<file path="src/rtl/axi_lite_sram/access_timer.sv">
// ==================================================
// access timer
// done pulse access_cycles cycles after a start pulse
// ==================================================
module access_timer #(
    parameter int access_cycles = 2
) (
    input  logic clk,
    input  logic rst,
    input  logic start,
    output logic done
);

    // 0 means idle
    logic [3:0] cnt;

    // stands in for the bank's latency, bank itself answers at once
    always_ff @(posedge clk) begin
        if (rst) begin
            cnt  <= 4'd0;
            done <= 1'b0;
        end else begin
            // last count -> registered done pulse
            done <= (cnt == 4'd1);
            if (start && cnt == 4'd0) begin
                cnt <= 4'(access_cycles);
            end else if (cnt != 4'd0) begin
                cnt <= cnt - 4'd1;
            end
        end
    end

    // channel FSM never restarts a running timer
    a_no_restart: assert property (@(posedge clk) disable iff (rst)
        start |-> cnt == 4'd0);

endmodule

</file>
<file path="config.mk">
export PLATFORM = sky130hd
export DESIGN_NAME = access_timer
export DESIGN_NICKNAME = d
export VERILOG_FILES = /design/src/rtl/axi_lite_sram/access_timer.sv
export SDC_FILE = /design/constraint.sdc
export NUM_CORES = 1
export LEC_CHECK = 0
export ABC_AREA = 1
export BUFFER_PORTS_ARGS = -buffer_cell sky130_fd_sc_hd__buf_2
export CORE_AREA = 2 2 39 41
export CTS_BUF_LIST = sky130_fd_sc_hd__clkbuf_8
export CTS_CLUSTER_SIZE = 14
export DETAILED_ROUTE_END_ITERATION = 6
export DIE_AREA = 0 0 41 43
export GPL_TIMING_DRIVEN = 0
export PLACE_DENSITY = 0.44
export SYNTH_ARGS = -nofsm -noshare
export SYNTH_HDL_FRONTEND = slang
export SYNTH_SLANG_ARGS = --single-unit
</file>
<file path="constraint.sdc">
create_clock -name clk -period 2.9 [get_ports clk]
set_input_delay 0.435 -clock clk [delete_from_list [all_inputs] [get_ports clk]]
set_output_delay 0.435 -clock clk [all_outputs]
set_load 0.05 [all_outputs]
</file>
-- Word level (Yosys, flattened, before mapping)
Index checks and enable logic that the tools add are counted.
- flip-flop bits (word level): 5
- input port bits: 3
- output and inout port bits: 1
- word-level logic and storage cells: 12
- add/sub/neg operators: 1
- equal/unequal tests: 1
- muxes and demuxes: 2
- reductions and logical operators: 5
- operators with widths (cell ; number):
    == test 4 x 1 -> 1 bit (second input constant) ; 1
    zero test 4 bit ; 1
    two-way mux 2 bit ; 2
    nonzero test 4 bit ; 1
    subtractor 4 x 1 -> 4 bit (second input constant) ; 1
    nonzero test 2 bit ; 1
    OR reduction 2 bit ; 1
    logical AND 1 bit ; 1

-- Logic depth before layout (Yosys ltp)
Gate-level depths: netlist of run 1.
- depth in word-level cells: 3
- mapped depth: 6
- gate-level depth less buffers: 6

-- Least setup slack after synthesis of run 1
OpenSTA, ideal clock, no wires.
- kind: register to register
- start: register cnt[0]
- end: register cnt[1]
- setup time: 0.109 ns
- arrival time: 0.964 ns
- required time: 2.791 ns
- slack: 1.827 ns
- cell stages (with the launch flop): 7
- path buffers: 0
- clock period less this slack: 1.073 ns
- cell sequence: dfxtp_1 bufinv_8 ha_1 nand2_2 nand2_1 nand2_1 nor2_2
- longest elaborated chain between the ends: 3
- elaborated cells on any way between the ends: 7
- those cells by class: 1 x add/sub; 2 x mux; 4 x reduce/logical
- RTL lines (item ; RTL line ; text):
    start: declaration ; 15 ; logic [3:0] cnt;
    start signal: assignment ; 26 ; cnt <= 4'(access_cycles);
    start signal: assignment ; 28 ; cnt <= cnt - 4'd1;
    subtractor 4 x 1 -> 4 bit or zero test 4 bit (tied branches) ; 28, 25 ;
    two-way mux 2 bit or logical AND 1 bit (tied branches) ; 27, 25 ;
    two-way mux 2 bit or nonzero test 2 bit (tied branches) ; n/a ;
Several ways; a longest one is shown, not always the timed one. The select of a mux whose other input is x is not followed.
A chain may end at the register's enable or synchronous reset.

-- Worst setup path after layout of run 1
- start: register done
- end: output done
- RTL lines (item ; RTL line ; text):
    start: declaration ; 11 ; output logic done
    start signal: assignment ; 24 ; done <= (cnt == 4'd1);
No word-level cell between the ends.

==> results of run 1 <==
cells in the mapped netlist:
cell	count	area, um^2
a21oi_1	2	10.01
bufinv_8	1	17.52
dfxtp_1	5	100.1
ha_1	2	25.02
inv_1	4	15.01
nand2_1	8	30.03
nand2_2	1	6.260
nand3_1	3	15.01
nor2_1	5	18.77
nor2_2	1	6.260
nor2_4	1	11.26
xnor2_1	1	8.760
metrics by stage:
step	instances	power, W	area, um^2	hold WS (ns)
finish	57	0.0004138	344.1	0.4016
global route	57	0.0004498	344.1	0.4210
CTS	57	0.0004225	344.1	0.4015
detailed placement	53	0.0002895	299.0	0.5167
global placement	53	0.0002909	299.0	0.5073
floorplan	34	0.0002611	264.0	0.4825
cell type report:
cell class	count	area, um^2
repair buffers	3	15.01
clock inverters	1	3.754
multi-input cells	24	131.4
well taps	16	20.02
fillers	158	1040
clock buffers	3	41.29
flip-flops and latches	5	100.1
inverters	5	32.53
power by group:
group / switching, W / internal (W)
Sequential: 0.0000203 / 0.0000939
Combinational: 0.0000923 / 0.0000798
Clock: 0.0000366 / 0.0000909
Total: 0.000149 / 0.000265
layer usage:
metal / up-vias / wire length [um] / GRT usage (%)
li1: 116 / - / -
met1: 86 / 195 / 6.731
met2: 4 / 197 / 8.438
met3: 2 / 41 / 6.283
met4: 0 / 17 / 6.000
met5: - / 0 / 0
cell families (layout without fill, tap and decap cells):
family                   count (synthesis)  in the layout  synth area share (%)
AND/OR/NAND/NOR                         19             19                 33.18
flip-flops                               5              5                 37.92
buffers and inverters                    5             12                 12.32
adder cells (fa/ha/maj)                  2              2                 9.477
AO/OA/AOI/OAI                            2              2                 3.792
XOR/XNOR                                 1              1                 3.318
sequential cells by signal, summed over array words and instances, names as in the netlist:
| name | flops |
|---|---|
| done | 1 |
| cnt | 4 |
final timing paths:
| path | to | slack (ns) | start | depth (start not counted) |
|---|---|---|---|---|
| max | done | 1.69 | done | 1 |
| max reg2reg | cnt[1] | 1.73 | cnt[0] | 6 |
| min | cnt[1] | 0.40 | rst | 2 |
| min reg2reg | cnt[3] | 0.51 | cnt[3] | 2 |
cell usage in the layout, fill, tap and decap left out:
cell,count
nand2_1,8
inv_1,5
nor2_1,5
dfxtp_1,5
nand3_1,3
clkbuf_8,3
buf_2,3
a21oi_1,2
ha_1,2
bufinv_8,1
nor2_4,1
nand2_2,1
nor2_2,1
xnor2_1,1
==> results.yml, run 1 <==
status:
  run_status: "finished, final reports clean"
global_route:
  grtUsageTotal_pct: 6.921
  grt_pass1_wl_um: 717
  first_global_vias: 198
  grt_overflow: 0
  grt_antenna_before_repair: 0
  grt_max_degree: 6
synthesis:
  synth_warnings: 0
  avgSynthCellArea_um2: 7.765
  ys_types: 12
  ys_ff_latch: 5
  synth_nets: 39
  syn_inst: 34
  netlist_area_um2: 264.0
  seq_area_frac_synth_pct: 37.91
flow_run:
  maxCapViolations: 0
clocking:
  cts-root-buf: "clkbuf_8"
  cts_tree: "yes"
  insertion_delay_ns: 0.23
  clk_pin_slew_ns: 0.03
  ctsResizeCount: 0
  cts_buffers: 3
  cts-htree-levels: 1
  cts_buffer_depth: 2
  clock-sinks: 5
  ctsHoldBuffers: 0
  cts_setup_buffers: 0
timing:
  skew_ns: 0.004628
  finalWorstSetupSlack_ns: 1.695
  finalHoldViolations: 0
  period_needed_ns: 1.205
  max_freq_mhz: 829.6
  tightest_slew_ns: 0.2464
  setup_viol: 0
  maxSlewViolCount: 0
  rsz0062_at_grt: "false"
  tns_ns: 0
  maxSlewHeadroom_pct: 83.68
  period_share_pct: 41.56
critical_path:
  startpoint_type: "flip-flop"
  cp.required_ns: 2.47
  path_buf_inv: 1
  arrival_ns: 0.77
  end_kind: "output port"
  critPathMaxFanout: 1
  critical_path_class: "reg -> out"
  crit_family: "flip-flops"
  path_cells: "buf_2"
  slowest_stage: "dfxtp_1"
  crit_path_max_incr_delay_ns: 0.30
floorplanning:
  die_h_um: 43
  io_pins: 4
  core-area_um2: 1384
  die-area_um2: 1763
  die_x_um: 41
  row_count: 14
  start_util_pct: 19.08
placed_design:
  dp_slack_ns: 1.740
  numPortBuffers: 3
  gp_congestion: 0.6427
  hpwlAfterDp_um: 348.3
final_layout:
  area_delta_synth_final_pct: 30.33
  utilization_pct: 24.86
  layout-drive-gt1-share_pct: 24.39
  nets: 47
  antenna_cells: 0
detailed_routing:
  dr.pass1.iters: 4
  totalWireLength_um: 451
  final_antenna_net_count: 0
  drt_iter0_drc: 2
  vias_per_cell: 3.649
  wire_per_inst_um: 7.912
  drc: 0
  vias: 208
hold_path:
  hold_class: "in -> reg"
power_and_ir_drop:
  leakage_nw: 0.1727
  vdd_ir_drop_max_mv: 0.2314
  pwr_density_cell_nw_per_um2: 1203
(Power assumes the default switching activity.)
==> run 2: changes to the inputs <==
Settings changed: PLACE_DENSITY 0.44 to 0.45.
Clock period 2.9 ns to 1 ns, I/O delays scaled along.
==> run 2 against run 1 <==
  * First-iteration DRC count down 50%
  * Global-route usage up 0.10 points
  * Combinational power rose to 2.8 times the previous value
  * Cell area up 0.36%
  * Hold slack worse by 0.30 ns
  * Critical path depth up 4
  * Largest cell class unchanged
==> results.yml, run 2 (same netlist as run 1, synthesis figures left out) <==
status:
  run_status: "finished, final reports clean"
timing:
  max_freq_mhz: 1048
  rsz0062_at_grt: "true"
  tightest_slew_ns: 0.2465
  maxSlewHeadroom_pct: 83.68
  setup_viol: 0
  maxSlewViolCount: 0
  finalHoldViolations: 0
  tns_ns: 0
  period_needed_ns: 0.9541
  period_share_pct: 95.41
  skew_ns: 0.0005886
critical_path:
  end_kind: "flip-flop"
  crit_path_max_incr_delay_ns: 0.36
  startpoint_type: "flip-flop"
  reg2reg_from: "cnt[0]"
  worstReg2RegEnd: "cnt[2]"
  path_cells: "inv_8 -> ha_2 -> nand2_2 -> nand2_1 -> nor2_1"
  arrival_ns: 1.07
  critPathMaxFanout: 5
  critical_path_class: "reg -> reg"
  critical_path.endpoint: "cnt[2]"
  slowest_stage: "dfxtp_4"
  crit_family: "flip-flops"
  path_buf_inv: 1
  reg2reg_slack_ns: 0.05
  cp_num_cells: 5
  ff2ff_path_depth: 5
  critPathLaunch: "cnt[0]"
  cp.required_ns: 1.11
detailed_routing:
  drc: 0
  vias: 221
  drt_iter0_drc: 1
  vias_per_cell: 3.877
  totalWireLength_um: 474
  final_antenna_net_count: 0
  dr.pass1.iters: 2
  wire_per_inst_um: 8.316
final_layout:
  layout.cells.most_common_list: "nand2_1, inv_1, nor2_1"
  antenna_cells: 0
  final_common_cell: "nand2_1"
  area_delta_synth_final_pct: 30.81
  top_register: "cnt"
  largest_reg_flops: 4
  layout-drive-gt1-share_pct: 31.71
  top_regs: "cnt: 4 flops, done: 1 flops"
  nets: 47
power_and_ir_drop:
  power.total_w: 0.001214
  p_clk_share_pct: 31.0
  switching_share_pct: 38.47
  p_int_w: 0.0007472
  vdd_ir_drop_max_mv: 0.5603
  p_seq_share_pct: 30.0
  pwr_density_cell_nw_per_um2: 3517
  leakage_nw: 0.1666
  pwr-share-comb_pct: 39.0
  p_switching_w: 0.0004672
clocking:
  cts_setup_buffers: 0
  clock-sinks: 5
  insertion_delay_ns: 0.22
  clk_pin_slew_ns: 0.04
  cts_buffers: 3
  cts-root-buf: "clkbuf_8"
  cts_buffer_depth: 2
  cts_tree: "yes"
  cts-htree-levels: 1
floorplanning:
  row_count: 14
  io_pins: 4
  die_x_um: 41
  die_h_um: 43
  die-area_um2: 1763
  core-area_um2: 1384
  start_util_pct: 19.08
global_route:
  first_global_vias: 209
  grt_overflow: 0
  grt_pass1_wl_um: 738
  grt_max_degree: 6
  grtUsageTotal_pct: 7.021
  grt_antenna_before_repair: 0
placed_design:
  hpwlAfterDp_um: 362.1
  gp_congestion: 0.5540
  numPortBuffers: 3
flow_run:
  maxCapViolations: 0
hold_path:
  hold_class: "in -> reg"
## run 2: changes by cell type in the layout (fill, tap and decap cells not counted), sizes merged
cell,change
bufinv,-1
inv,+1
## run 2: what timing repair did
action	4_1_cts	5_1_grt
gates resized for setup	0	2
hold buffers	0	0
endpoints found under the setup margin	0	4
## run 2: worst min path at each step
stage / start / to / slack (ns) / cells past startpoint
after floorplan: rst / cnt[1] / 0.22 / 1
after global placement: rst / cnt[1] / 0.34 / 2
after detailed placement: rst / cnt[1] / 0.35 / 2
after CTS: rst / cnt[1] / 0.11 / 2
after global routing: rst / cnt[1] / 0.11 / 2
final: rst / cnt[1] / 0.11 / 2
## run 2: power groups by stage
stage	Sequential (W)	Combinational [W]	Clock, W
finish	0.000364	0.000473	0.000377
detailed placement	0.000362	0.000471	0
global placement	0.000360	0.000471	0
floorplan	0.000387	0.000361	0
global route	0.000378	0.000520	0.000396
CTS	0.000357	0.000479	0.000385
## run 2: cell type report
cell class                      count  area, um^2
Clock buffer                        3       41.29
Clock inverter                      1       3.754
Fill cell                         164        1039
Inverter                            5       26.28
Multi-Input combinational cell     24       133.9
Sequential cell                     5       105.1
Tap cell                           16       20.02
Timing Repair Buffer                3       15.01
## run 2: per-layer routing
metal	GRT usage, %	wire (um)	vias to the layer above
met5	0	0	-
met4	12.00	30	0
met3	1.571	8	4
met2	8.750	195	4
met1	6.731	240	96
li1	-	-	117
## run 2: per-stage QoR
step           hold slack, ns  worst slack [ns]  std cells  util, %  cell area (um^2)
6_report               0.1057           0.04593         57    24.95             345.3
2_1_floorplan          0.2169           0.06787         34        -             261.5
3_3_place_gp           0.3430          0.006863         53    21.43             296.5
4_1_cts                0.1093          0.007557         57    24.68             341.6
5_1_grt                0.1118         -0.003339         57    24.95             345.3
3_5_place_dp           0.3471           0.01819         53    21.43             296.5
