File: src/common/sram_pkg.sv
// ==================================================
// sram package
// bus widths, response codes, channel states, address views
// ==================================================
package sram_pkg;

    // ==================================================
    // widths
    // ==================================================
    parameter int addr_w  = 32;
    parameter int data_w  = 32;
    parameter int strb_w  = data_w / 8;
    // 256 words, 1 KiB
    parameter int index_w = 8;
    parameter int off_w   = 2;
    parameter int tag_w   = addr_w - index_w - off_w;

    // captured address after reset, same as the core's boot fetch address
    parameter logic [addr_w-1:0] addr_rst = '0;

    // axi-lite response codes
    typedef enum logic [1:0] {
        resp_okay   = 2'b00,
        resp_slverr = 2'b10
    } resp_t;

    // shared by both channels
    // read side never enters st_busy
    typedef enum logic [1:0] {
        st_idle   = 2'b00,
        st_busy   = 2'b01,
        st_access = 2'b10,
        st_done   = 2'b11
    } chan_state_t;

    // one address word, two views
    // nonzero tag -> outside the bank
    typedef union packed {
        logic [addr_w-1:0] raw;
        struct packed {
            logic [tag_w-1:0]   tag;
            logic [index_w-1:0] index;
            logic [off_w-1:0]   offset;
        } fields;
    } sram_addr_u;

endpackage

File: src/rtl/axi_lite_sram/axi_chan_fsm.sv
// ==================================================
// axi-lite channel control
// read and write FSMs, handshakes decoded once here
// ==================================================
module axi_chan_fsm (
    input  logic clk,
    input  logic rst,
    // axi handshake inputs from the master
    input  logic arvalid,
    input  logic rready,
    input  logic awvalid,
    input  logic wvalid,
    input  logic bready,
    // axi handshake outputs
    output logic arready,
    output logic rvalid,
    output logic awready,
    output logic wready,
    output logic bvalid,
    // capture / commit strobes to the request buffer
    output logic load_raddr,
    output logic load_waddr,
    output logic load_wdata,
    output logic rd_fire,
    output logic wr_fire,
    // timer control
    output logic rd_start,
    output logic wr_start,
    input  logic rd_done,
    input  logic wr_done
);
    import sram_pkg::*;

    chan_state_t rd_state;
    chan_state_t rd_next;
    chan_state_t wr_state;
    chan_state_t wr_next;

    logic ar_hs;
    logic aw_hs;
    logic w_hs;

    // ==================================================
    // handshake decode
    // ==================================================
    // ready only in idle so one transaction per channel
    assign arready = (rd_state == st_idle);
    assign rvalid  = (rd_state == st_done);
    assign awready = (wr_state == st_idle);
    assign wready  = (wr_state == st_busy);
    assign bvalid  = (wr_state == st_done);

    assign ar_hs = arvalid & arready;
    assign aw_hs = awvalid & awready;
    assign w_hs  = wvalid & wready;

    // address capture and timer kick on the same edge
    assign load_raddr = ar_hs;
    assign rd_start   = ar_hs;
    assign load_waddr = aw_hs;
    assign load_wdata = w_hs;
    assign wr_start   = w_hs;

    // memory access lands when the timer expires
    assign rd_fire = (rd_state == st_access) & rd_done;
    assign wr_fire = (wr_state == st_access) & wr_done;

    // ==================================================
    // read channel
    // ==================================================
    always_comb begin
        rd_next = rd_state;
        case (rd_state)
            st_idle:   if (ar_hs) rd_next = st_access;
            st_access: if (rd_done) rd_next = st_done;
            st_done:   if (rready) rd_next = st_idle;
            default:   rd_next = st_idle;
        endcase
    end

    always_ff @(posedge clk) begin
        if (rst) begin
            rd_state <= st_idle;
        end else begin
            rd_state <= rd_next;
        end
    end

    // ==================================================
    // write channel
    // ==================================================
    always_comb begin
        wr_next = wr_state;
        case (wr_state)
            st_idle:   if (aw_hs) wr_next = st_busy;
            // waiting on W
            st_busy:   if (w_hs) wr_next = st_access;
            st_access: if (wr_done) wr_next = st_done;
            st_done:   if (bready) wr_next = st_idle;
            default:   wr_next = st_idle;
        endcase
    end

    always_ff @(posedge clk) begin
        if (rst) begin
            wr_state <= st_idle;
        end else begin
            wr_state <= wr_next;
        end
    end

    // response held under back-pressure
    a_rvalid_hold: assert property (@(posedge clk) disable iff (rst)
        rvalid && !rready |=> rvalid);
    a_bvalid_hold: assert property (@(posedge clk) disable iff (rst)
        bvalid && !bready |=> bvalid);
    // read only starts from idle
    a_rd_start_idle: assert property (@(posedge clk) disable iff (rst)
        rd_start |-> rd_state == st_idle);

endmodule

File: config.mk
export PLATFORM = sky130hd
export DESIGN_NAME = axi_chan_fsm
export DESIGN_NICKNAME = d
export VERILOG_FILES = /design/src/common/sram_pkg.sv /design/src/rtl/axi_lite_sram/axi_chan_fsm.sv
export SDC_FILE = /design/constraint.sdc
export NUM_CORES = 1
export LEC_CHECK = 0
export BUFFER_PORTS_ARGS = -buffer_cell sky130_fd_sc_hd__buf_2
export CAP_MARGIN = 20
export CORE_AREA = 2 2 39 41
export CTS_BUF_LIST = sky130_fd_sc_hd__clkbuf_4
export CTS_CLUSTER_DIAMETER = 60
export CTS_CLUSTER_SIZE = 40
export DETAILED_ROUTE_END_ITERATION = 16
export DIE_AREA = 0 0 41 43
export PLACE_DENSITY = 0.59
export SLEW_MARGIN = 0
export SYNTH_ARGS = -nofsm -noshare
export SYNTH_HDL_FRONTEND = slang
export SYNTH_SLANG_ARGS = --single-unit
File: constraint.sdc
create_clock -name clk -period 2.2 [get_ports clk]
set_clock_uncertainty 0.2 [all_clocks]
set_input_delay 0.44 -clock clk [delete_from_list [all_inputs] [get_ports clk]]
set_output_delay 0.44 -clock clk [all_outputs]
set_load 0.03 [all_outputs]
# After elaboration in Yosys (flattened, before gate mapping)
# Cells that the tools add are included.
# classes
n_eq_ne	12
muxes	9
n_bitwise	5
n_reduce_logical	4
# op_table
operator	n
$mux 2	7
$eq 2x2->1 const B	4
$ne 2x2->1 const B	4
$pmux 2 s4	1
$ne 2x1->1 const B	3
$pmux 2 s3	1
$and 1x1->1	5
$logic_not 2->1	2
$reduce_and 4->1	1
$reduce_and 3->1	1
$eq 2x1->1 const B	1
# totals
regBits	4
input_bits	9
wordCells	32

# Logic depth before layout (Yosys ltp)
# Gate-level depths: netlist of the first run.
# depth
depth_word	4
depth_mapped	5

# Worst setup path after synthesis of the first run
# No wires, ideal clock.
# synth_path
path_type	register to output
startpoint	register rd_state[1]
endpoint	output rd_start
arrival_time_ns	1.373
required_time_ns	1.560
path_slack_ns	0.187
path_stages_with_launch	4
cell_sequence	dfxtp_1 -> nor2_1 -> and2_1 -> buf_4
# synth_between
elab_chain_len	2
# synth_rtl
item	line_no	text
start, declared	axi_chan_fsm.sv:34	chan_state_t rd_state;
start signal, assigned	axi_chan_fsm.sv:83	rd_state <= st_idle;
start signal, assigned	axi_chan_fsm.sv:85	rd_state <= rd_next;
$logic_not 2->1	axi_chan_fsm.sv:47	assign arready = (rd_state == st_idle);
via arready	axi_chan_fsm.sv:15	output logic arready,
$and 1x1->1	axi_chan_fsm.sv:53	assign ar_hs = arvalid & arready;
end, declared	axi_chan_fsm.sv:27	output logic rd_start,
# The timed path passes the listed nets, and every way through them passes these cells.

# Final worst setup path of the first run
# layout_path
startpoint	register wr_state[0]
endpoint	output wr_fire
# layout_between
elab_chain_len	2
# layout_rtl
item	line_no	text
start, declared	axi_chan_fsm.sv:36	chan_state_t wr_state;
start signal, assigned	axi_chan_fsm.sv:106	wr_state <= st_idle;
start signal, assigned	axi_chan_fsm.sv:108	wr_state <= wr_next;
$eq 2x2->1	axi_chan_fsm.sv:66	assign wr_fire = (wr_state == st_access) & wr_done;
$and 1x1->1	axi_chan_fsm.sv:66	
end, declared	axi_chan_fsm.sv:25	output logic wr_fire,
# No other way between the ends.

==> summary.md, run 1 <==
| Metric | Value |
|---|---|
| Flops & latches, synth | 4 |
| P&R area growth vs syn | 37.0% |
| Most common cell after layout, fill and taps aside | buf_2 |
| Leak | 0.254 nW |
| Initial antenna violation count | 0 |
| Share of layout cells above drive strength 1 | 47.5% |
| Switching power | 0.230 mW |
| CTS tree | yes |
| Sink Count | 4 |
| Maxcap violations | 0 |
| Clock-pin slew on the worst setup and hold paths | roughly 0.040 ns |
| Int Power | 0.275 mW |
| Sw Share | 45.5% |
| Critical path origin | wr_state[0] |
| # H-tree levels | 1 |
| Postcts setup bufs | 0 |
| Core Area | 0.00138 mm^2 |
| Routed WL | 674 um |
| Synth top area share | 23.2% |
| Hold path endpoint | rd_state[1] |
| Worst-path cell chain | inv_1 -> ha_1 -> and2_1 -> buf_2 |
| Critical Path Start Type | flip-flop |
| Synthesized area | ~350 um^2 |
| Sequential element share of the synthesized area | a little under a quarter |
| Fin crit period | about 1.9 ns |
| Largest net degree at the start of global routing | 6 |
| Worst vdd ir | about 0.00032 V |
| Crit path max-delay cell type | dfxtp_1 |
| Rel. slew slack | 79.9% |
| CP max FO | 4 |
| Part of the power in registers | 21.1% |
| Run status | finished, final reports clean |
| WS Path Type | reg2out |
| Critical Path Max Stage Delay | 0.38 ns |
| Initial Util | 25.0% |
| PD cells | 1070 mW/mm^2 |
| Mean Syn Cell Area | about 9.1 um^2 |
| Worst hold path type | in2reg |
| Worst hold path depth | 2 |
| Vias in the first global route | 274 |
| Clock root cell | clkbuf_4 |
| WL/cell | 8.99 um |
| Hold buffers post-CTS | 0 |
| Die W | 41 um |
| Area after DPL | 450 um^2 |
| Post-DP HPWL | 587 um |
| Mapped Cells | 38 |
| Die area | 0.00176 mm^2 |
| Logic pwr share | 60.9% |
| Total CTS buffers | 3 |
| Final Util | between 30 and 40% |
| Clock Latency Late Sink | approximately 0.23 ns |
| GPL Wtd Cong | 0.628 |
| Diodes inserted | 0 |
| Resize count post-CTS | 0 |
| Clk buf depth | 2 |
| Crit path DAT | 1.27 ns |
| Hold wc startpoint | rst |
| Max Clock Freq | 0.522 GHz |
| FF-to-FF Start | wr_state[0] |
| Library cells used by synthesis | 19 |
| Final nets | 75 |
| Worst r2r dst | wr_state[0] |
| Final Hold Vio Count | 0 |
| Post-detailed-route via-to-cell ratio | roughly 4.2 |
| Fin crit share | 87.0% |
| Fin cells | 75 |
| Chip Height | 43 um |
| DR DRC count | 0 |
| Top area cells in the synthesized netlist | dfxtp_1, ha_1, a2111oi_4 |
| Power share of the clock group | 18.0% |
| CP endpoint kind | output port |
| Post-Place Cells | 72 |
| Net Count, Synth | 52 |
| Vias | approximately 310 |
| Final instance area | 473 um^2 |
| Setup slack, reg-to-reg | 0.47 ns |
| GRT overflow | 0 |
| All-Layer GR Usage | 8.92% |
| Yosys warning count | 0 |
| Initial drt markers | 4 |
| I/O pin total | 21 |
| Setup TNS | 0 ns |
| Most frequent cells in the layout | buf_2, ha_1, and2_1, nor2b_1, dfxtp_1 |
| RSZ-0062 raised after global routing | no |
| Slew @ Worst Pin | slightly above 0.3 ns |
| Synth area leader | dfxtp_1 |
| Port Buffers | 20 |
| # setup viols final | 0 |
| Std-Cell Rows | 14 |
| Worst R2R Path Depth | 5 |
| First-pass GRT wire length | 1040 um |
| Router iterations before antenna repair | 2 |
| ANT nets after route | 0 |
| Req. time, crit path | 1.56 ns |
| Max-slew violations | 0 |
final cells by class:
class                   count  area, um^2
clock buffers               3        22.5
fillers                   156         911
inverters                   4        15.0
multi-input cells          28         235
flip-flops and latches      4        80.1
well taps                  16        20.0
repair buffers             20         100
cells in the mapped netlist:
cell type,instances
o221a_1,1
inv_2,1
and3b_1,1
nand2_1,3
ha_1,5
and2_2,1
o21a_1,1
nor2b_1,4
mux2i_1,1
a2111oi_4,1
nor2_1,2
a21oi_1,1
dfxtp_1,4
or3_1,1
or2_2,1
buf_4,2
nor2b_4,1
and2_1,4
inv_1,3
state kept, by name (all words and copies together) (netlist names):
register,flops
rd_state,2
wr_state,2
power groups by stage:
stage / logic (mW) / registers, mW / clock network [mW]
floorplan: 0.259 / 0.104 / 0
global placement: 0.313 / 0.108 / 0
detailed placement: 0.312 / 0.108 / 0
CTS: 0.313 / 0.107 / 0.0964
global route: 0.341 / 0.111 / 0.101
finish: 0.307 / 0.107 / 0.0907
layer usage:
metal	global-route usage [%]	vias up	part of all wire (%)
met3	3.14	0	13
met5	0	-	0
met4	6.00	0	0
met2	14.1	21	43
li1	-	164	-
met1	9.27	127	44
through the flow:
step / power (mW) / setup slack (ns) / hold slack, ns
detailed placement: 0.420 / 0.463 / 0.307
floorplan: 0.363 / 0.187 / 0.268
finish: 0.505 / 0.285 / 0.177
global placement: 0.421 / 0.477 / 0.286
CTS: 0.516 / 0.267 / 0.166
global route: 0.553 / 0.184 / 0.174
worst max path at each step:
stage                   to  depth (start not counted)  slack, ns
6_report           wr_fire                          4       0.29
5_1_grt            wr_fire                          4       0.18
4_1_cts            wr_fire                          4       0.27
3_5_place_dp   wr_state[0]                          5       0.46
3_3_place_gp   wr_state[0]                          5       0.48
2_1_floorplan     rd_start                          3       0.19
critical path: cells and delay by family (launching register included):
kind                       cells  cell delay, ns
buffers and inverters          2            0.27
adders and majority gates      1            0.25
and+or+nand+nor                1            0.14
DFF                            1            0.38
kinds of logic (layout without fill, tap and decap cells):
group	after synthesis	after routing	share of synthesized area, %
DFF	4	4	23.2
AOI/OAI and AO/OA	4	4	14.9
and+or+nand+nor	18	18	32.2
muxes	1	1	2.90
buffers and inverters	6	27	8.69
adders and majority gates	5	5	18.1
No activity file was read; power rests on OpenSTA's default activity.
==> run 2: changes to the inputs <==
==> constraint.sdc (replaced) <==
create_clock -name clk -period 2.3 [get_ports clk]
set_clock_uncertainty 0.2 [all_clocks]
set_input_delay 0.115 -clock clk [delete_from_list [all_inputs] [get_ports clk]]
set_output_delay 0.115 -clock clk [all_outputs]
set_load 0.03 [all_outputs]
==> run 2 against run 1 <==
Compared with the run above: count of clock-buffer cells in the layout unchanged; die area unchanged; combinational power decreased by 4%; first-iteration DRC count unchanged; cell area increased by 2.1%; global-route usage unchanged; sequential power decreased by 5%; clock power decreased by 4.3%.
==> summary.md, run 2 (synthesized netlist as in run 1, its figures left out) <==
| Metric | Value |
|---|---|
| Initial Util | 25.0% (unchanged) |
| Setup slack, reg-to-reg | 0.57 ns (+0.10 ns) |
| Clk buf depth | 2 (unchanged) |
| Run status | finished, final reports clean |
| Slew @ Worst Pin | 0.302 ns (unchanged) |
| Most frequent cells in the layout | buf_2, ha_1, and2_1, nor2b_1, dfxtp_1 |
| Most common cell after layout, fill and taps aside | buf_2 |
| Fin crit period | 1.73 ns |
| Worst hold path type | in2reg |
| Share of layout cells above drive strength 1 | 46.7% (-0.79 points) |
| Sink Count | 4 (unchanged) |
| Clock-pin slew on the worst setup and hold paths | 0.04 ns (about the same) |
| CTS tree | yes |
| FF-to-FF Start | wr_state[0] |
| Vias in the first global route | 274 (unchanged) |
| Post-detailed-route via-to-cell ratio | 4.16 (about the same) |
| WS Path Type | reg2reg |
| Leak | 0.258 nW (+1.6%) |
| Total CTS buffers | 3 (unchanged) |
| Fin crit share | 75.1% |
| P&R area growth vs syn | 39.9% |
| Die W | 41 um (unchanged) |
| Final nets | 76 (+1.3%) |
| WP buf/inv | 1 (-1) |
| Critical Path Max Stage Delay | 0.38 ns (about the same) |
| Router iterations before antenna repair | 2 (unchanged) |
| CP max FO | 4 (unchanged) |
| Routed WL | 671 um (-0.45%) |
| Area after DPL | 450 um^2 (unchanged) |
| Initial antenna violation count | 0 (unchanged) |
| Critical Path Start Type | flip-flop |
| Post-DP HPWL | 587 um (unchanged) |
| Vias | 316 (+1.3%) |
| GPL Wtd Cong | 0.628 (unchanged) |
| Chip Height | 43 um (unchanged) |
| Crit path DAT | 1.65 ns (+0.38 ns) |
| Max Clock Freq | 0.579 GHz |
| Resize count post-CTS | 0 (unchanged) |
| # setup viols final | 0 (unchanged) |
| Rel. slew slack | 79.9% (unchanged) |
| Largest net degree at the start of global routing | 6 (unchanged) |
| ANT nets after route | 0 (unchanged) |
| All-Layer GR Usage | 8.92% (unchanged) |
| Final Hold Vio Count | 0 (unchanged) |
| Regs by FF count | rd_state x2, wr_state x2 |
| DR DRC count | 0 (unchanged) |
| GRT overflow | 0 (unchanged) |
| RSZ-0062 raised after global routing | no |
| Crit path max-delay cell type | dfxtp_1 |
| Req. time, crit path | 2.22 ns (+0.66 ns) |
| Fin cells | 76 (+1.3%) |
| I/O pin total | 21 (unchanged) |
| # H-tree levels | 1 (unchanged) |
| Hold Slack | 0.00763 ns (-0.170 ns) |
| Worst-path cell chain | inv_1 -> ha_1 -> nor2b_1 -> or3_1 -> o221a_1 |
| CP delay by family, top | simple AND/OR/NAND/NOR gates |
| Core Area | 0.00138 mm^2 (unchanged) |
| Clock Latency Late Sink | 0.23 ns (about the same) |
| PD cells | 1000 mW/mm^2 (-6.1%) |
| Worst R2R Path Depth | 5 (unchanged) |
| Maxcap violations | 0 (unchanged) |
| First-pass GRT wire length | 1040 um (unchanged) |
| Post-Place Cells | 72 (unchanged) |
| Worst vdd ir | 0.000309 V (-4.3%) |
| Worst hold path depth | 3 (+1) |
| Diodes inserted | 0 (unchanged) |
| WL/cell | 8.83 um (-1.8%) |
| Hold path endpoint | rd_state[0] |
| CP endpoint kind | flip-flop |
| Setup TNS | 0 ns (unchanged) |
| Max-slew violations | 0 (unchanged) |
| Clock root cell | clkbuf_4 |
| Initial drt markers | 4 (unchanged) |
| Final instance area | 483 um^2 (+2.1%) |
| Std-Cell Rows | 14 (unchanged) |
| Hold wc startpoint | rready |
| Port Buffers | 20 (unchanged) |
| Critical path depth | 5 (+1) |
| Worst r2r dst | wr_state[0] |
| Die area | 0.00176 mm^2 (unchanged) |
run 2: cell count changes in the layout (fill, tap and decap cells not counted):
cell and delta:
dlygate4sd3_1 +1
run 2: per-stage QoR:
step           power, mW  setup WS [ns]  utilization [%]
6_report           0.484          0.573             34.9
5_1_grt            0.530          0.465             34.9
4_1_cts            0.495          0.551             34.9
3_5_place_dp       0.402          0.563             32.5
3_3_place_gp       0.403          0.577             32.5
2_1_floorplan      0.347          0.497                -
run 2: tightest hold or removal path, delay by kind of cell:
kind / cells / cell delay [ns]
AO/OA/AOI/OAI: 1 / 0.15
AND/OR/NAND/NOR: 1 / 0.04
buffers and inverters: 1 / 0.09
run 2: timing repair:
item,in CTS,in global routing
buffers inserted,0,0
hold buffers,1,0
hold endpoints to repair,2,0
run 2: worst max-delay path by stage:
stage	start	to
floorplan	wr_state[0]	wr_state[0]
global placement	wr_state[0]	wr_state[0]
detailed placement	wr_state[0]	wr_state[0]
CTS	wr_state[0]	wr_state[0]
global route	wr_state[0]	wr_state[0]
finish	wr_state[0]	wr_state[0]
run 2: power by group:
part | switching [mW] | total [mW] | internal, mW | leakage (nW)
clock network | 0.0284 | 0.0868 | 0.0584 | 0.0138
registers | 0.0162 | 0.102 | 0.0858 | 0.0331
logic | 0.175 | 0.295 | 0.120 | 0.212
run 2: per-layer routing:
metal  up-vias  share of wire (%)  routed length [um]  track usage, %
met5         -                  0                   0               0
met4         0                  0                   0            6.00
met3         0                 14                  91            3.14
met2        21                 43                 288            14.1
met1       129                 44                 292            9.27
li1        166                  -                   -               -
run 2: layout make-up:
type	instances	area, um^2
Tap cell	16	20.0
Inverter	4	15.0
Fill cell	156	901
Clock buffer	3	22.5
Sequential cell	4	80.1
Multi-Input combinational cell	28	235
Timing Repair Buffer	21	110
