==> src/common/sram_pkg.sv <==
// ==================================================
// sram package
// bus widths, response codes, channel states, address views
// ==================================================
package sram_pkg;

    // ==================================================
    // widths
    // ==================================================
    parameter int addr_w  = 32;
    parameter int data_w  = 32;
    parameter int strb_w  = data_w / 8;
    // 256 words, 1 KiB
    parameter int index_w = 8;
    parameter int off_w   = 2;
    parameter int tag_w   = addr_w - index_w - off_w;

    // captured address after reset, same as the core's boot fetch address
    parameter logic [addr_w-1:0] addr_rst = '0;

    // axi-lite response codes
    typedef enum logic [1:0] {
        resp_okay   = 2'b00,
        resp_slverr = 2'b10
    } resp_t;

    // shared by both channels
    // read side never enters st_busy
    typedef enum logic [1:0] {
        st_idle   = 2'b00,
        st_busy   = 2'b01,
        st_access = 2'b10,
        st_done   = 2'b11
    } chan_state_t;

    // one address word, two views
    // nonzero tag -> outside the bank
    typedef union packed {
        logic [addr_w-1:0] raw;
        struct packed {
            logic [tag_w-1:0]   tag;
            logic [index_w-1:0] index;
            logic [off_w-1:0]   offset;
        } fields;
    } sram_addr_u;

endpackage

==> src/common/sram_port_if.sv <==
// ==================================================
// sram port bundle
// one read port and one byte-strobed write port
// ==================================================
interface sram_port_if;
    import sram_pkg::*;

    // read port, rd_en is a one-cycle pulse
    logic               rd_en;
    logic [index_w-1:0] rd_index;
    logic [data_w-1:0]  rd_data;

    // write port, wr_en is a one-cycle pulse
    logic               wr_en;
    logic [index_w-1:0] wr_index;
    logic [data_w-1:0]  wr_data;
    logic [strb_w-1:0]  wr_strb;

    // request side
    modport req (
        output rd_en, rd_index, wr_en, wr_index, wr_data, wr_strb,
        input  rd_data
    );

    // memory side
    modport bank (
        input  rd_en, rd_index, wr_en, wr_index, wr_data, wr_strb,
        output rd_data
    );

endinterface

==> src/rtl/axi_lite_sram/axi_req_buf.sv <==
// ==================================================
// request buffer
// captures address/data, decodes range, builds responses
// ==================================================
module axi_req_buf (
    input  logic                           clk,
    input  logic                           rst,
    input  logic [sram_pkg::addr_w-1:0]    araddr,
    input  logic [sram_pkg::addr_w-1:0]    awaddr,
    input  logic [sram_pkg::data_w-1:0]    wdata,
    input  logic [sram_pkg::strb_w-1:0]    wstrb,
    // strobes from the channel FSM
    input  logic                           load_raddr,
    input  logic                           load_waddr,
    input  logic                           load_wdata,
    input  logic                           rd_fire,
    input  logic                           wr_fire,
    output logic [sram_pkg::data_w-1:0]    rdata,
    output sram_pkg::resp_t                rresp,
    output sram_pkg::resp_t                bresp,
    sram_port_if.req                       mem
);
    import sram_pkg::*;

    sram_addr_u        raddr_q;
    sram_addr_u        waddr_q;
    logic [data_w-1:0] wdata_q;
    logic [strb_w-1:0] wstrb_q;

    logic rd_ok;
    logic wr_ok;

    // ==================================================
    // capture
    // ==================================================
    always_ff @(posedge clk) begin
        if (rst) begin
            raddr_q.raw <= addr_rst;
            waddr_q.raw <= addr_rst;
        end else begin
            if (load_raddr) raddr_q.raw <= araddr;
            if (load_waddr) waddr_q.raw <= awaddr;
        end
    end

    // payload only
    always_ff @(posedge clk) begin
        if (load_wdata) begin
            wdata_q <= wdata;
            wstrb_q <= wstrb;
        end
    end

    // ==================================================
    // decode
    // ==================================================
    // any tag bit set -> beyond the 1 KiB bank
    assign rd_ok = (raddr_q.fields.tag == '0);
    assign wr_ok = (waddr_q.fields.tag == '0);

    assign rresp = rd_ok ? resp_okay : resp_slverr;
    assign bresp = wr_ok ? resp_okay : resp_slverr;

    // bank port, out-of-range requests never reach it
    assign mem.rd_en    = rd_fire & rd_ok;
    assign mem.rd_index = raddr_q.fields.index;
    assign mem.wr_en    = wr_fire & wr_ok;
    assign mem.wr_index = waddr_q.fields.index;
    assign mem.wr_data  = wdata_q;
    assign mem.wr_strb  = wstrb_q;

    // error read returns zero
    assign rdata = rd_ok ? mem.rd_data : '0;

    a_no_bad_write: assert property (@(posedge clk) disable iff (rst)
        mem.wr_en |-> waddr_q.fields.tag == '0);

endmodule

==> src/flat_wrapper.sv <==
// flat-port wrapper written by rule: the top's interface ports become plain ports
module axi_req_buf_flat import sram_pkg::*;
  (clk, rst, araddr, awaddr, wdata, wstrb, load_raddr, load_waddr, load_wdata, rd_fire, wr_fire, rdata, rresp, bresp, mem_rd_en, mem_rd_index, mem_wr_en, mem_wr_index, mem_wr_data, mem_wr_strb, mem_rd_data);
  sram_port_if mem_i ();
  input  logic clk;
  input  logic rst;
  input  logic [sram_pkg::addr_w-1:0] araddr;
  input  logic [sram_pkg::addr_w-1:0] awaddr;
  input  logic [sram_pkg::data_w-1:0] wdata;
  input  logic [sram_pkg::strb_w-1:0] wstrb;
  input  logic load_raddr;
  input  logic load_waddr;
  input  logic load_wdata;
  input  logic rd_fire;
  input  logic wr_fire;
  output logic [sram_pkg::data_w-1:0] rdata;
  output sram_pkg::resp_t rresp;
  output sram_pkg::resp_t bresp;
  output wire logic [$bits(mem_i.rd_en)-1:0] mem_rd_en;
  output wire logic [$bits(mem_i.rd_index)-1:0] mem_rd_index;
  output wire logic [$bits(mem_i.wr_en)-1:0] mem_wr_en;
  output wire logic [$bits(mem_i.wr_index)-1:0] mem_wr_index;
  output wire logic [$bits(mem_i.wr_data)-1:0] mem_wr_data;
  output wire logic [$bits(mem_i.wr_strb)-1:0] mem_wr_strb;
  input wire logic [$bits(mem_i.rd_data)-1:0] mem_rd_data;
  assign mem_rd_en = mem_i.rd_en;
  assign mem_rd_index = mem_i.rd_index;
  assign mem_wr_en = mem_i.wr_en;
  assign mem_wr_index = mem_i.wr_index;
  assign mem_wr_data = mem_i.wr_data;
  assign mem_wr_strb = mem_i.wr_strb;
  assign mem_i.rd_data = mem_rd_data;
  axi_req_buf u_core (.clk(clk), .rst(rst), .araddr(araddr), .awaddr(awaddr), .wdata(wdata), .wstrb(wstrb), .load_raddr(load_raddr), .load_waddr(load_waddr), .load_wdata(load_wdata), .rd_fire(rd_fire), .wr_fire(wr_fire), .rdata(rdata), .rresp(rresp), .bresp(bresp), .mem(mem_i));
endmodule
==> config.mk <==
export PLATFORM = sky130hd
export DESIGN_NAME = axi_req_buf_flat
export DESIGN_NICKNAME = d
export VERILOG_FILES = /design/src/common/sram_pkg.sv /design/src/common/sram_port_if.sv /design/src/rtl/axi_lite_sram/axi_req_buf.sv /design/src/flat_wrapper.sv
export SDC_FILE = /design/constraint.sdc
export NUM_CORES = 1
export LEC_CHECK = 0
export CORE_MARGIN = 2
export CORE_UTILIZATION = 56
export CTS_CLUSTER_DIAMETER = 100
export DETAILED_ROUTE_END_ITERATION = 8
export DONT_BUFFER_PORTS = 1
export PLACE_DENSITY_LB_ADDON = 0.05
export SLEW_MARGIN = 20
export SYNTH_ARGS = -nofsm -noshare
export SYNTH_HDL_FRONTEND = slang
export SYNTH_SLANG_ARGS = --single-unit
==> constraint.sdc <==
create_clock -name clk -period 1.3 [get_ports clk]
set_clock_uncertainty 0.2 [all_clocks]
set_input_delay 0.13 -clock clk [delete_from_list [all_inputs] [get_ports clk]]
set_output_delay 0.13 -clock clk [all_outputs]
set_load 0.02 [all_outputs]
### Word level (Yosys, flattened, before mapping)

Cells that the tools add are included.

* output and inout port bits: 90
* bits in registers: 100
* memories: 0
* ROM bits: 0
* word-level logic and storage cells: 11
* memory bits (writable): 0
* latch bits: 0
* input port bits: 139

* shifts and indexed selects: 0
* order comparisons: 0
* $mul: 0
* equality and inequality tests: 0
* multiplexer cells: 3
* bitwise gates (word level): 2
* divide/modulo/power cells: 0
* reductions and logical operators: 2
* add/subtract/negate cells: 0

Operators by type and width (count)
* 22-bit logical NOT: 2
* 32-bit two-way mux: 1
* 2-bit two-way mux: 2
* 1-bit bitwise AND: 2

### Longest topological paths before layout

Gate-level depths: netlist of run 1.

* depth in word-level cells: 2
* depth in mapped cells: 4

### Worst setup path after synthesis of run 1

Ideal clock, no wire load.

* kind: register -> output
* start: register u_core.raddr_q[23] (netlist bit)
* end: output mem_rd_en
* stages on the path, launching flop included: 4
* setup slack: -339 ps
* arrival time: 1309 ps
* path buffers: 0
* data required time: 970 ps
* path through: dfxtp_1 nor4_2 nand3_2 nor3_1

* word-level cells in the longest chain between the ends: 2

RTL lines
* start: declaration: RTL line axi_req_buf.sv:25 `sram_addr_u raddr_q;`
* 22-bit logical NOT: RTL line axi_req_buf.sv:58 `assign rd_ok = (raddr_q.fields.tag == '0);`
* 1-bit bitwise AND: RTL line axi_req_buf.sv:65 `assign mem.rd_en = rd_fire & rd_ok;`
* end: declaration: RTL line flat_wrapper.sv:19 `output wire logic [$bits(mem_i.rd_en)-1:0] mem_rd_en;`

Every way passes these cells.

### Worst setup path in the final report of run 1

* start: register u_core.raddr_q[20] (netlist bit)
* end: output rdata[31] (netlist bit)

* word-level cells in the longest chain between the ends: 2

RTL lines
* 22-bit logical NOT: RTL line axi_req_buf.sv:58
* 32-bit two-way mux: RTL line axi_req_buf.sv:73 `assign rdata = rd_ok ? mem.rd_data : '0;`
* end: declaration: RTL line flat_wrapper.sv:16 `output logic [sram_pkg::data_w-1:0] rdata;`

Every way passes these cells.

==> run summary, run 1 <==
==========================================================================================
Data arrival, critical path .................................................      1.74 ns
DR pass1 iterations .........................................................            4
Post-synth design cell area .................................................     3971 um2
Vias per std cell ...........................................................        5.419
Final number of setup-violating endpoints ...................................           36
Final critical-path setup slack .............................................   -0.7725 ns
Unrepaired setup endpoints after global routing .............................         true
Antenna Cells ...............................................................            0
Skew-Pair Late Insertion Delay ..............................................      0.35 ns
Share of layout cells above drive strength 1 ................................       0.2802
Count of maximum capacitance violations .....................................            0
Most area-hungry cell type in the Yosys netlist .............................      dfxtp_1
Detailed placer's ending HPWL ...............................................      6101 um
Synthesis warning total .....................................................            0
CORE AREA ...................................................................     6832 um2
Inst Count DP ...............................................................          427
Minimum setup slack among reg-to-reg paths ..................................      0.36 ns
DRC viols ...................................................................            0
Xor-xnor portion of the synthesized cell area ...............................            0
Hold WC Path Type ...........................................................       in2reg
Met1 Usage GRT ..............................................................       0.2348
Met3 Resource Use GR ........................................................      0.09981
Primary flip-flop cell chosen by synthesis mapping ..........................      dfxtp_1
Number of fill cells in the layout ..........................................          482
Total die area ..............................................................     7781 um2
Ranking of synthesized cells by area ........................................ dfxtp_1 (30%), edfxtp_1 (27%), mux2i_1 (15%)
Startpoint of the worst hold path ...........................................          rst
Synthesis-to-finish area growth .............................................       28.23%
Worst Setup Start Kind ......................................................    flip-flop
Via count of the first global-routing pass ..................................        2,437
Area share of the largest cell type after synthesis .........................       0.3025
Share of synthesized cell area in full adder, half adder and majority cells .            0
Row count ...................................................................           30
Static leakage power ........................................................  0.002186 uW
Top achievable clock speed ..................................................    482.5 MHz
Final hold slack ............................................................   -0.3627 ns
Hold-fix buffers at CTS .....................................................           36
Area of combinational cells with multiple inputs ............................     1747 um2
Final Hold Violating Endpoints ..............................................           96
GR Layer Usage met2 .........................................................       0.3848
Most common cell in the synthesized netlist .................................       nor2_1
Worst path slowest cell .....................................................      dfxtp_2
Final min period ............................................................     2.072 ns
TritonCTS Buffers ...........................................................            9
Final Max Slew Viols ........................................................            0
Status ...................................................................... finished with violations
Nets ........................................................................          523
Critical path cell sequence ................................................. nor4_2 -> buf_4 -> nand3_4 -> buf_16 -> nor3_2 -> buf_4
Reg2Reg Depth ...............................................................            3
Number of routed nets with antenna violations ...............................            0
Effective utilization at floorplan ..........................................       0.5813
Multiplexer share of the synthesized area ...................................       0.1512
Area taken by flip-flops and latches ........................................     2292 um2
Height of the die ...........................................................     88.21 um
Drt wl/cell .................................................................     19.34 um
CTS tree ....................................................................        built
Total via count after detailed routing ......................................        2,628
R2R Path Start .............................................................. u_core.raddr_q[23]$_SDFFE_PP0P_
Hold Path Depth .............................................................            1
Number of buffers added on ports ............................................            0
Per-instance average area after synthesis ...................................    11.51 um2
WP buf/inv ..................................................................            3
Synth Register Bits .........................................................           96
Total gr overflow ...........................................................            0
Library cells used by synthesis .............................................           20
Post-synth EDFFs ............................................................           36
Violated checks ............................................................. hold timing, setup timing
Crit path capture type ......................................................  output port
Number of standard cells after synthesis ....................................          345
Placer's final routability congestion estimate ..............................       0.7372
Critical path data required time ............................................      0.97 ns
Clock transition at the registers of the reported paths .....................      0.10 ns
First-iteration detailed-routing DRC count ..................................           68
Cell class contributing the biggest share of worst-path delay ............... simple AND/OR/NAND/NOR gates
Seq/Total Area, Yosys .......................................................       0.5747
Proportion of register bits with asynchronous set or reset after synthesis ..            0
Maximum number of pins on one net before global-route repair ................           61
Crit path largest cell delay ................................................      0.33 ns
Worst setup path category ...................................................      reg2out
Maximum vdd ir drop .........................................................    0.8391 mV
Final cell count without fillers ............................................          485
Horizontal extent of the die ................................................     88.21 um
Fin crit share ..............................................................        1.594
Busiest layer in global routing .............................................         met2
Largest family of logic cells by synthesized area ........................... simple AND/OR/NAND/NOR gates
Terminus of the critical flop-to-flop path .................................. u_core.raddr_q[23]$_SDFFE_PP0P_
Post-Route WL ...............................................................      9378 um
Hold Crit Endpoint .......................................................... u_core.waddr_q[8]$_SDFFE_PP0P_
Post-synthesis compound-gate area fraction ..................................            0
Power per standard cell area ................................................  1292 nW/um2
Clk sinks ...................................................................           96
Most common library cells after synthesis ................................... nor2_1 (62), dfxtp_1 (60), mux2i_1 (60)
I/O pin count ...............................................................          229
Clock Root Buffer ...........................................................     clkbuf_8
Fin Setup TNS ...............................................................    -25.54 ns
Largest fanout on the critical path .........................................           13
Most frequent cell on the critical path .....................................        buf_4
CTS H-Tree Depth ............................................................            3
Total track usage ...........................................................       0.2204
Wire length of the first global-routing pass ................................    12,710 um
Number of antenna violations at the first check in global routing ...........            0
Bufs on Longest Clock Path ..................................................            2
Post-synthesis share of cell area spent on and, or, nand and nor gates ......       0.2060
==========================================================================================
==> cells in the final DEF (no fill, tap or decap), types with 3 or more instances in the layout <==
master,n
buf_12,3
buf_4,22
buf_6,5
clkbuf_8,9
dfxtp_1,52
dfxtp_2,8
dlygate4sd3_1,36
edfxtp_1,36
mux2i_1,60
nand2_1,26
nand2_2,5
nand2_4,4
nor2_1,62
nor3_2,3
nor3_4,31
nor4_2,3
nor4_4,5
==> worst max-delay path by stage <==
stage,depth (start not counted),startpoint,to
after CTS,6,u_core.raddr_q[20]$_SDFFE_PP0P_,rdata[31]
after detailed placement,5,u_core.raddr_q[15]$_SDFFE_PP0P_,rdata[31]
after global placement,4,u_core.raddr_q[15]$_SDFFE_PP0P_,rresp[1]
after global routing,6,u_core.raddr_q[20]$_SDFFE_PP0P_,rdata[31]
after floorplan,4,u_core.raddr_q[23]$_SDFFE_PP0P_,rdata[10]
final,6,u_core.raddr_q[20]$_SDFFE_PP0P_,rdata[31]
==> per-layer routing <==
layer  vias up  routed length [um]
li1       1243                   -
met1      1238                3463
met2       133                4914
met3        14                 835
met4         0                 165
met5         -                   0
==> power by group <==
part	switching (uW)	internal (uW)	leakage, uW
registers	273	3340	0.000851
clock network	1090	927	0.000103
logic	492	463	0.00123
==> cell type report <==
class	count	area share
flip-flops and latches	96	0.4501
multi-input cells	207	0.3430
repair buffers	69	0.1413
clock buffers	9	0.02432
well taps	96	0.02359
clock inverters	7	0.01695
inverters	1	0.0007371
==> sequential cells by signal, indices dropped and copies added (netlist names) <==
register and cells:
u_core.mem.wr_data 32, u_core.mem.wr_strb 4, u_core.raddr_q 30, u_core.waddr_q 30
==> cells by family after synthesis <==
| group | count (synthesis) |
|---|---|
| buffers and inverters | 43 |
| multiplexers | 60 |
| flip-flops | 96 |
| other | 1 |
| AND/OR/NAND/NOR | 145 |
==> metrics by stage <==
stage	power (uW)	utilization	instance area (um2)	setup WS, ns
4_1_cts	6525	0.7251	4954	-0.8064
2_1_floorplan	4381	-	4279	-0.3292
5_1_grt	6840	0.7454	5092	-0.8771
6_report	6580	0.7454	5092	-0.7725
3_3_place_gp	4404	0.6379	4358	-0.4038
3_5_place_dp	4423	0.6379	4358	-0.4268
==> what timing repair did <==
| item | 4_1_cts | 5_1_grt |
|---|---|---|
| hold endpoints to repair | 132 | 96 |
| pin swaps | 2 | 13 |
| cloned | 0 | 4 |
| buffers inserted | 0 | 2 |
| endpoints found under the setup margin | 36 | 36 |
| resized for setup | 4 | 20 |
(Power assumes the default switching activity.)
==> run 2, diff against run 1 <==
Settings changed: CORE_UTILIZATION 56 to 50.
==> run summary, run 2 (synthesis results as in run 1) <==
=====================================================================================
Nets ...................................................................          526   +0.57%
Clk sinks ..............................................................           96   unchanged
Final min period .......................................................     2.094 ns   +0.02191 ns
Area of combinational cells with multiple inputs .......................     1739 um2   -0.43%
Crit path capture type .................................................  output port
Via count of the first global-routing pass .............................        2,433   -0.16%
I/O pin count ..........................................................          229   unchanged
Most frequent standard cell in the layout excluding fill and tap cells .       nor2_1
CTS tree ...............................................................        built
Data arrival, critical path ............................................      1.76 ns   +0.02 ns
Wire length of the first global-routing pass ...........................    12,900 um   +1.5%
Skew-Pair Late Insertion Delay .........................................      0.36 ns   about the same
Setup Fix Bufs, Post-CTS ...............................................            0   unchanged
Placed Instance Area ...................................................     4418 um2   +1.4%
Number of fill cells in the layout .....................................          583   +21%
Final Max Slew Viols ...................................................            0   unchanged
Hold Path Depth ........................................................            1   unchanged
Fin crit share .........................................................        1.611   +0.01686
Static leakage power ...................................................  0.002214 uW   +1.3%
Bufs on Longest Clock Path .............................................            2   unchanged
Violated checks ........................................................ hold timing, setup timing
Synthesis-to-finish area growth ........................................       29.05%
DR pass1 iterations ....................................................            5   +1
Horizontal extent of the die ...........................................     93.12 um   +5.6%
Switching power summed over all nets ...................................      1929 uW   +4.1%
Hold-fix buffers at CTS ................................................           36   unchanged
Final number of setup-violating endpoints ..............................           36   unchanged
Largest fanout on the critical path ....................................            5   -8
Part of the power in combinational logic ...............................        0.147   +0.002
Number of antenna violations at the first check in global routing ......            0   unchanged
Final cell area excluding filler cells .................................     5125 um2   +0.64%
Unrepaired setup endpoints after global routing ........................         true
Reg2Reg Depth ..........................................................            3   unchanged
Drt wl/cell ............................................................     18.26 um   -5.6%
DRC viols ..............................................................            0   unchanged
Clock transition at the registers of the reported paths ................      0.10 ns   about the same
Final critical-path setup slack ........................................   -0.7944 ns   -0.02192 ns
Hold WC Path Type ......................................................       in2reg
Maximum vdd ir drop ....................................................    0.6966 mV   -17%
Internal power component ...............................................      4579 uW   -3.1%
Status ................................................................. finished with violations
Maximum number of pins on one net before global-route repair ...........           61   unchanged
Largest register FFs ...................................................           32   unchanged
Power per standard cell area ...........................................  1270 nW/um2   -1.7%
Effective utilization at floorplan .....................................       0.5139   -0.06739
Share of total power in sequential cells ...............................        0.554   +0.005
Total die area .........................................................     8671 um2   +11%
Total via count after detailed routing .................................        2,605   -0.88%
Row count ..............................................................           32   +6.7%
Sw frac ................................................................       0.2964   +0.01484
Height of the die ......................................................     93.12 um   +5.6%
Final hold slack .......................................................   -0.3807 ns   -0.01800 ns
Area taken by flip-flops and latches ...................................     2290 um2   -0.11%
Post-Route WL ..........................................................      9020 um   -3.8%
Final Hold Violating Endpoints .........................................           96   unchanged
Critical path data required time .......................................      0.97 ns   about the same
Number of routed nets with antenna violations ..........................            0   unchanged
Clock Root Buffer ......................................................     clkbuf_8
First-iteration detailed-routing DRC count .............................           65   -4.4%
Count of maximum capacitance violations ................................            0   unchanged
Worst setup path category ..............................................      reg2out
Top achievable clock speed .............................................    477.5 MHz   -1.0%
Clock network fraction of total power ..................................        0.300   -0.006
CTS H-Tree Depth .......................................................            3   unchanged
Worst Setup Start Kind .................................................    flip-flop
Setup Slack @ Placement ................................................   -0.4631 ns   -0.03630 ns
Antenna Cells ..........................................................            0   unchanged
Post-route core utilization ............................................       0.6632   -0.08221
Placer's final routability congestion estimate .........................       0.7170   -2.7%
Detailed placer's ending HPWL ..........................................      6284 um   +3.0%
Total gr overflow ......................................................            0   unchanged
Total track usage ......................................................       0.1978   -0.02256
Vias per std cell ......................................................        5.273   -2.7%
Number of buffers added on ports .......................................            0   unchanged
CORE AREA ..............................................................     7727 um2   +13%
Share of layout cells above drive strength 1 ...........................       0.2781   -0.002144
Most used cells in the layout excluding fill and tap cells ............. nor2_1 (62), mux2i_1 (60), dfxtp_1 (54), dlygate4sd3_1 (36), edfxtp_1 (36)
TritonCTS Buffers ......................................................            9   unchanged
=====================================================================================
[run 2: critical path, stage by stage (launching register included)]
cell and delay [ns]:
dfxtp_2 0.34, nor4_2 0.24, buf_4 0.15, nand3_4 0.13
buf_4 0.21, nand4b_1 0.33
[run 2: per-stage QoR]
stage	std cells	total power (uW)	setup TNS (ns)
2_1_floorplan	346	4381	-10.48
3_3_place_gp	440	4434	-12.37
3_5_place_dp	440	4461	-13.20
4_1_cts	492	6523	-28.09
5_1_grt	494	6770	-30.66
6_report	494	6507	-26.86
[run 2: area by class of cell]
| class | instances | share of cell area |
|---|---|---|
| sequential | 96 | 0.4468 |
| multi-input combinational | 207 | 0.3394 |
| timing repair buffer | 72 | 0.1492 |
| tap | 102 | 0.02490 |
| clock buffer | 9 | 0.02417 |
| clock inverter | 7 | 0.01489 |
| inverter | 1 | 0.0007324 |
[run 2: power groups by stage]
stage	clock, uW	sequential [uW]	combinational (uW)
final	1950	3600	954
after detailed placement	0	3660	797
after floorplan	0	3590	790
after global routing	2120	3630	1030
after global placement	0	3660	774
after CTS	2010	3600	913
[run 2: repair_timing]
item,CTS,global route
gates resized for setup,12,10
endpoints found under the hold margin,132,96
cloned,0,2
setup endpoints to repair,36,36
pin swaps,7,16
[run 2: routing by layer]
layer / routed length, um / vias up / track usage
li1: - / 1249 / -
met1: 3166 / 1209 / 0.2096
met2: 4695 / 131 / 0.3339
met3: 885 / 16 / 0.09267
met4: 272 / 0 / 0.09191
met5: 0 / - / 0
[run 2: path summary, 6_finish.rpt]
path,startpoint,endpoint,slack [ns]
setup / recovery,u_core.raddr_q[30]$_SDFFE_PP0P_,rresp[1],-0.79
hold / removal,rst,u_core.waddr_q[30]$_SDFFE_PP0P_,-0.38
setup reg to reg,u_core.raddr_q[15]$_SDFFE_PP0P_,u_core.raddr_q[15]$_SDFFE_PP0P_,0.36
hold reg to reg,u_core.raddr_q[20]$_SDFFE_PP0P_,u_core.raddr_q[20]$_SDFFE_PP0P_,0.31
==> run 3, diff against run 2 <==
Settings changed: ABC_AREA set to 1.
==> run summary, run 3 <==
=========================================================================================
Nets .......................................................................          590   +12%
Top achievable clock speed .................................................    518.7 MHz   +8.6%
CTS H-Tree Depth ...........................................................            3   unchanged
Status ..................................................................... finished with violations
Hold Crit Endpoint ......................................................... u_core.waddr_q[12]$_SDFFE_PP0P_
Worst Setup Start Kind .....................................................    flip-flop
Share of layout cells above drive strength 1 ...............................       0.1754   -0.1026
Minimum setup slack among reg-to-reg paths .................................      0.37 ns   about the same
Maximum vdd ir drop ........................................................    0.8828 mV   +27%
Static leakage power .......................................................  0.001852 uW   -16%
R2R Path Start ............................................................. u_core.waddr_q[7]$_SDFFE_PP0P_
Inst Count DP ..............................................................          501   +14%
Total gr overflow ..........................................................            0   unchanged
Primary flip-flop cell chosen by synthesis mapping .........................      dfxtp_1
Placer's final routability congestion estimate .............................       0.7181   +0.15%
Hold-fix buffers at CTS ....................................................           36   unchanged
Setup Fix Bufs, Post-CTS ...................................................            0   unchanged
Worst setup path category ..................................................      reg2out
Reg2Reg Depth ..............................................................            2   -1
Via count of the first global-routing pass .................................        2,554   +5.0%
Final hold slack ...........................................................   -0.3521 ns   +0.02856 ns
Height of the die ..........................................................     91.01 um   -2.3%
Horizontal extent of the die ...............................................     91.01 um   -2.3%
Post-synth EDFFs ...........................................................           36   unchanged
Final Max Slew Viols .......................................................            0   unchanged
Area share of the largest cell type after synthesis ........................       0.3174   +0.01490
Final number of setup-violating endpoints ..................................           36   unchanged
I/O pin count ..............................................................          229   unchanged
Clock Root Buffer ..........................................................     clkbuf_8
Clk sinks ..................................................................           96   unchanged
Detailed placer's ending HPWL ..............................................      5614 um   -11%
Row count ..................................................................           31   -3.1%
CTS tree ...................................................................        built
Bufs on Longest Clock Path .................................................            2   unchanged
First-iteration detailed-routing DRC count .................................           80   +23%
Total via count after detailed routing .....................................        2,737   +5.1%
Hold WC Path Type ..........................................................       in2reg
Number of antenna violations at the first check in global routing ..........            0   unchanged
Per-instance average area after synthesis ..................................    8.864 um2   -23%
Data arrival, critical path ................................................      1.60 ns   -0.16 ns
Total chip power ...........................................................      6182 uW   -5.0%
Total die area .............................................................     8282 um2   -4.5%
Area taken by flip-flops and latches .......................................     2288 um2   about the same
Critical path data required time ...........................................      0.97 ns   about the same
Synthesis-to-finish area growth ............................................       23.44%
Effective utilization at floorplan .........................................       0.5190   +0.005121
Area of combinational cells with multiple inputs ...........................     1339 um2   -23%
Synth Register Bits ........................................................           96   unchanged
Proportion of register bits with asynchronous set or reset after synthesis .            0   unchanged
Startpoint of the worst hold path ..........................................          rst
Number of buffers added on ports ...........................................            0   unchanged
Most area-hungry cell type in the Yosys netlist ............................      dfxtp_1
TritonCTS Buffers ..........................................................            9   unchanged
Number of routed nets with antenna violations ..............................            0   unchanged
Power per standard cell area ...............................................  1323 nW/um2   +4.2%
Terminus of the critical flop-to-flop path ................................. u_core.waddr_q[7]$_SDFFE_PP0P_
CORE AREA ..................................................................     7292 um2   -5.6%
Antenna Cells ..............................................................            0   unchanged
Maximum number of pins on one net before global-route repair ...............           61   unchanged
DR pass1 iterations ........................................................            4   -1
Most frequent standard cell in the layout excluding fill and tap cells .....      nand2_1
Violated checks ............................................................ hold timing, setup timing
Crit path capture type .....................................................  output port
Skew-Pair Late Insertion Delay .............................................      0.35 ns   about the same
Post-synth design cell area ................................................     3785 um2   -4.7%
Count of maximum capacitance violations ....................................            0   unchanged
Hold Path Depth ............................................................            1   unchanged
Fin crit share .............................................................        1.483   -0.1282
Critical path cell sequence ................................................ or2_1 -> nor2_2 -> nand3_4 -> buf_12 -> nor2_4
Clock transition at the registers of the reported paths ....................      0.09 ns   about the same
Seq/Total Area, Yosys ......................................................       0.6030   +0.02831
Final Hold Violating Endpoints .............................................           96   unchanged
Vias per std cell ..........................................................        4.932   -6.5%
Worst path slowest cell ....................................................      dfxtp_2
Number of standard cells after synthesis ...................................          427   +24%
Post-Route WL ..............................................................      8369 um   -7.2%
DRC viols ..................................................................            0   unchanged
Unrepaired setup endpoints after global routing ............................         true
Library cells used by synthesis ............................................           17   -15%
Largest register FFs .......................................................           32   unchanged
Crit path largest cell delay ...............................................      0.33 ns   about the same
Largest fanout on the critical path ........................................           17   +12
Final critical-path setup slack ............................................   -0.6278 ns   +0.1666 ns
Wire length of the first global-routing pass ...............................    12,390 um   -4.0%
Total track usage ..........................................................       0.1908   -0.006964
Most common cell in the synthesized netlist ................................      nand2_1
Drt wl/cell ................................................................     15.08 um   -17%
Most common library cells after synthesis .................................. nand2_1 (130), a21oi_1 (60), dfxtp_1 (60)
Final min period ...........................................................     1.928 ns   -0.1666 ns
Most used cells in the layout excluding fill and tap cells ................. nand2_1 (130), a21oi_1 (60), dfxtp_1 (55)
Final cell count without fillers ...........................................          555   +12%
Ranking of synthesized cells by area ....................................... dfxtp_1 (32%), edfxtp_1 (29%), nand2_1 (13%)
Synthesis warning total ....................................................            0   unchanged
Number of fill cells in the layout .........................................          643   +10%
=========================================================================================
==> run 3: power by group <==
group	total [uW]	switching [uW]	internal, uW
registers	3560	236	3330
logic	535	291	244
clock network	2080	1000	1090
total	6180	1530	4660
==> run 3: through the flow <==
stage / hold slack, ns / worst slack [ns] / utilization / cell area, um2 / setup TNS [ns]
floorplan: 0.02887 / -0.1678 / - / 3936 / -5.239
finish: -0.3521 / -0.6278 / 0.6407 / 4672 / -21.49
CTS: -0.3889 / -0.6107 / 0.6278 / 4578 / -19.80
detailed placement: 0.008907 / -0.3244 / 0.5427 / 3958 / -8.466
global placement: 0.006434 / -0.3096 / 0.5427 / 3958 / -8.116
global route: -0.3912 / -0.7057 / 0.6407 / 4672 / -24.22
==> run 3: worst max-delay path: cells and delay by family (launching register included) <==
kind,cells,cell delay (ns)
buffers and inverters,1,0.22
and+or+nand+nor,4,0.69
DFF,1,0.33
==> run 3: worst max path at each step <==
stage                                               start         to  slack [ns]  depth (start not counted)
after detailed placement  u_core.raddr_q[20]$_SDFFE_PP0P_   rresp[1]       -0.32                          5
final                     u_core.raddr_q[21]$_SDFFE_PP0P_  rdata[26]       -0.63                          5
after CTS                 u_core.raddr_q[20]$_SDFFE_PP0P_   rdata[1]       -0.61                          6
after floorplan           u_core.raddr_q[20]$_SDFFE_PP0P_  rdata[22]       -0.17                          5
after global placement    u_core.raddr_q[20]$_SDFFE_PP0P_   rresp[1]       -0.31                          5
after global routing      u_core.raddr_q[21]$_SDFFE_PP0P_  rdata[25]       -0.71                          5
==> run 3: logic make-up (layout without fill, tap and decap cells) <==
kind of cell,count (synthesis),count (layout),share of synthesized area
and+or+nand+nor,194,194,0.2175
buffers and inverters,76,104,0.09917
DFF,96,96,0.6030
other,1,2,0.0009908
AOI/OAI and AO/OA,60,60,0.07934
==> run 3: what timing repair did <==
item | 4_1_cts | 5_1_grt
pin swaps | 8 | 10
cloned | 0 | 2
gates resized for setup | 14 | 15
endpoints found under the hold margin | 132 | 96
endpoints found under the setup margin | 36 | 36
==> run 3: routing by layer <==
layer  GRT usage  vias up  wire (um)
li1            -     1358          -
met1      0.2256     1258       3290
met2      0.3204      105       4308
met3     0.06971       16        597
met4     0.06692        0        172
met5           0        -          0
==> run 3: cell type report <==
cell class	instances	area share
Sequential cell	96	0.4898
Multi-Input combinational cell	256	0.2866
Timing Repair Buffer	52	0.1216
Inverter	36	0.02892
Clock buffer	9	0.02651
Tap cell	99	0.02651
Clock inverter	7	0.02009
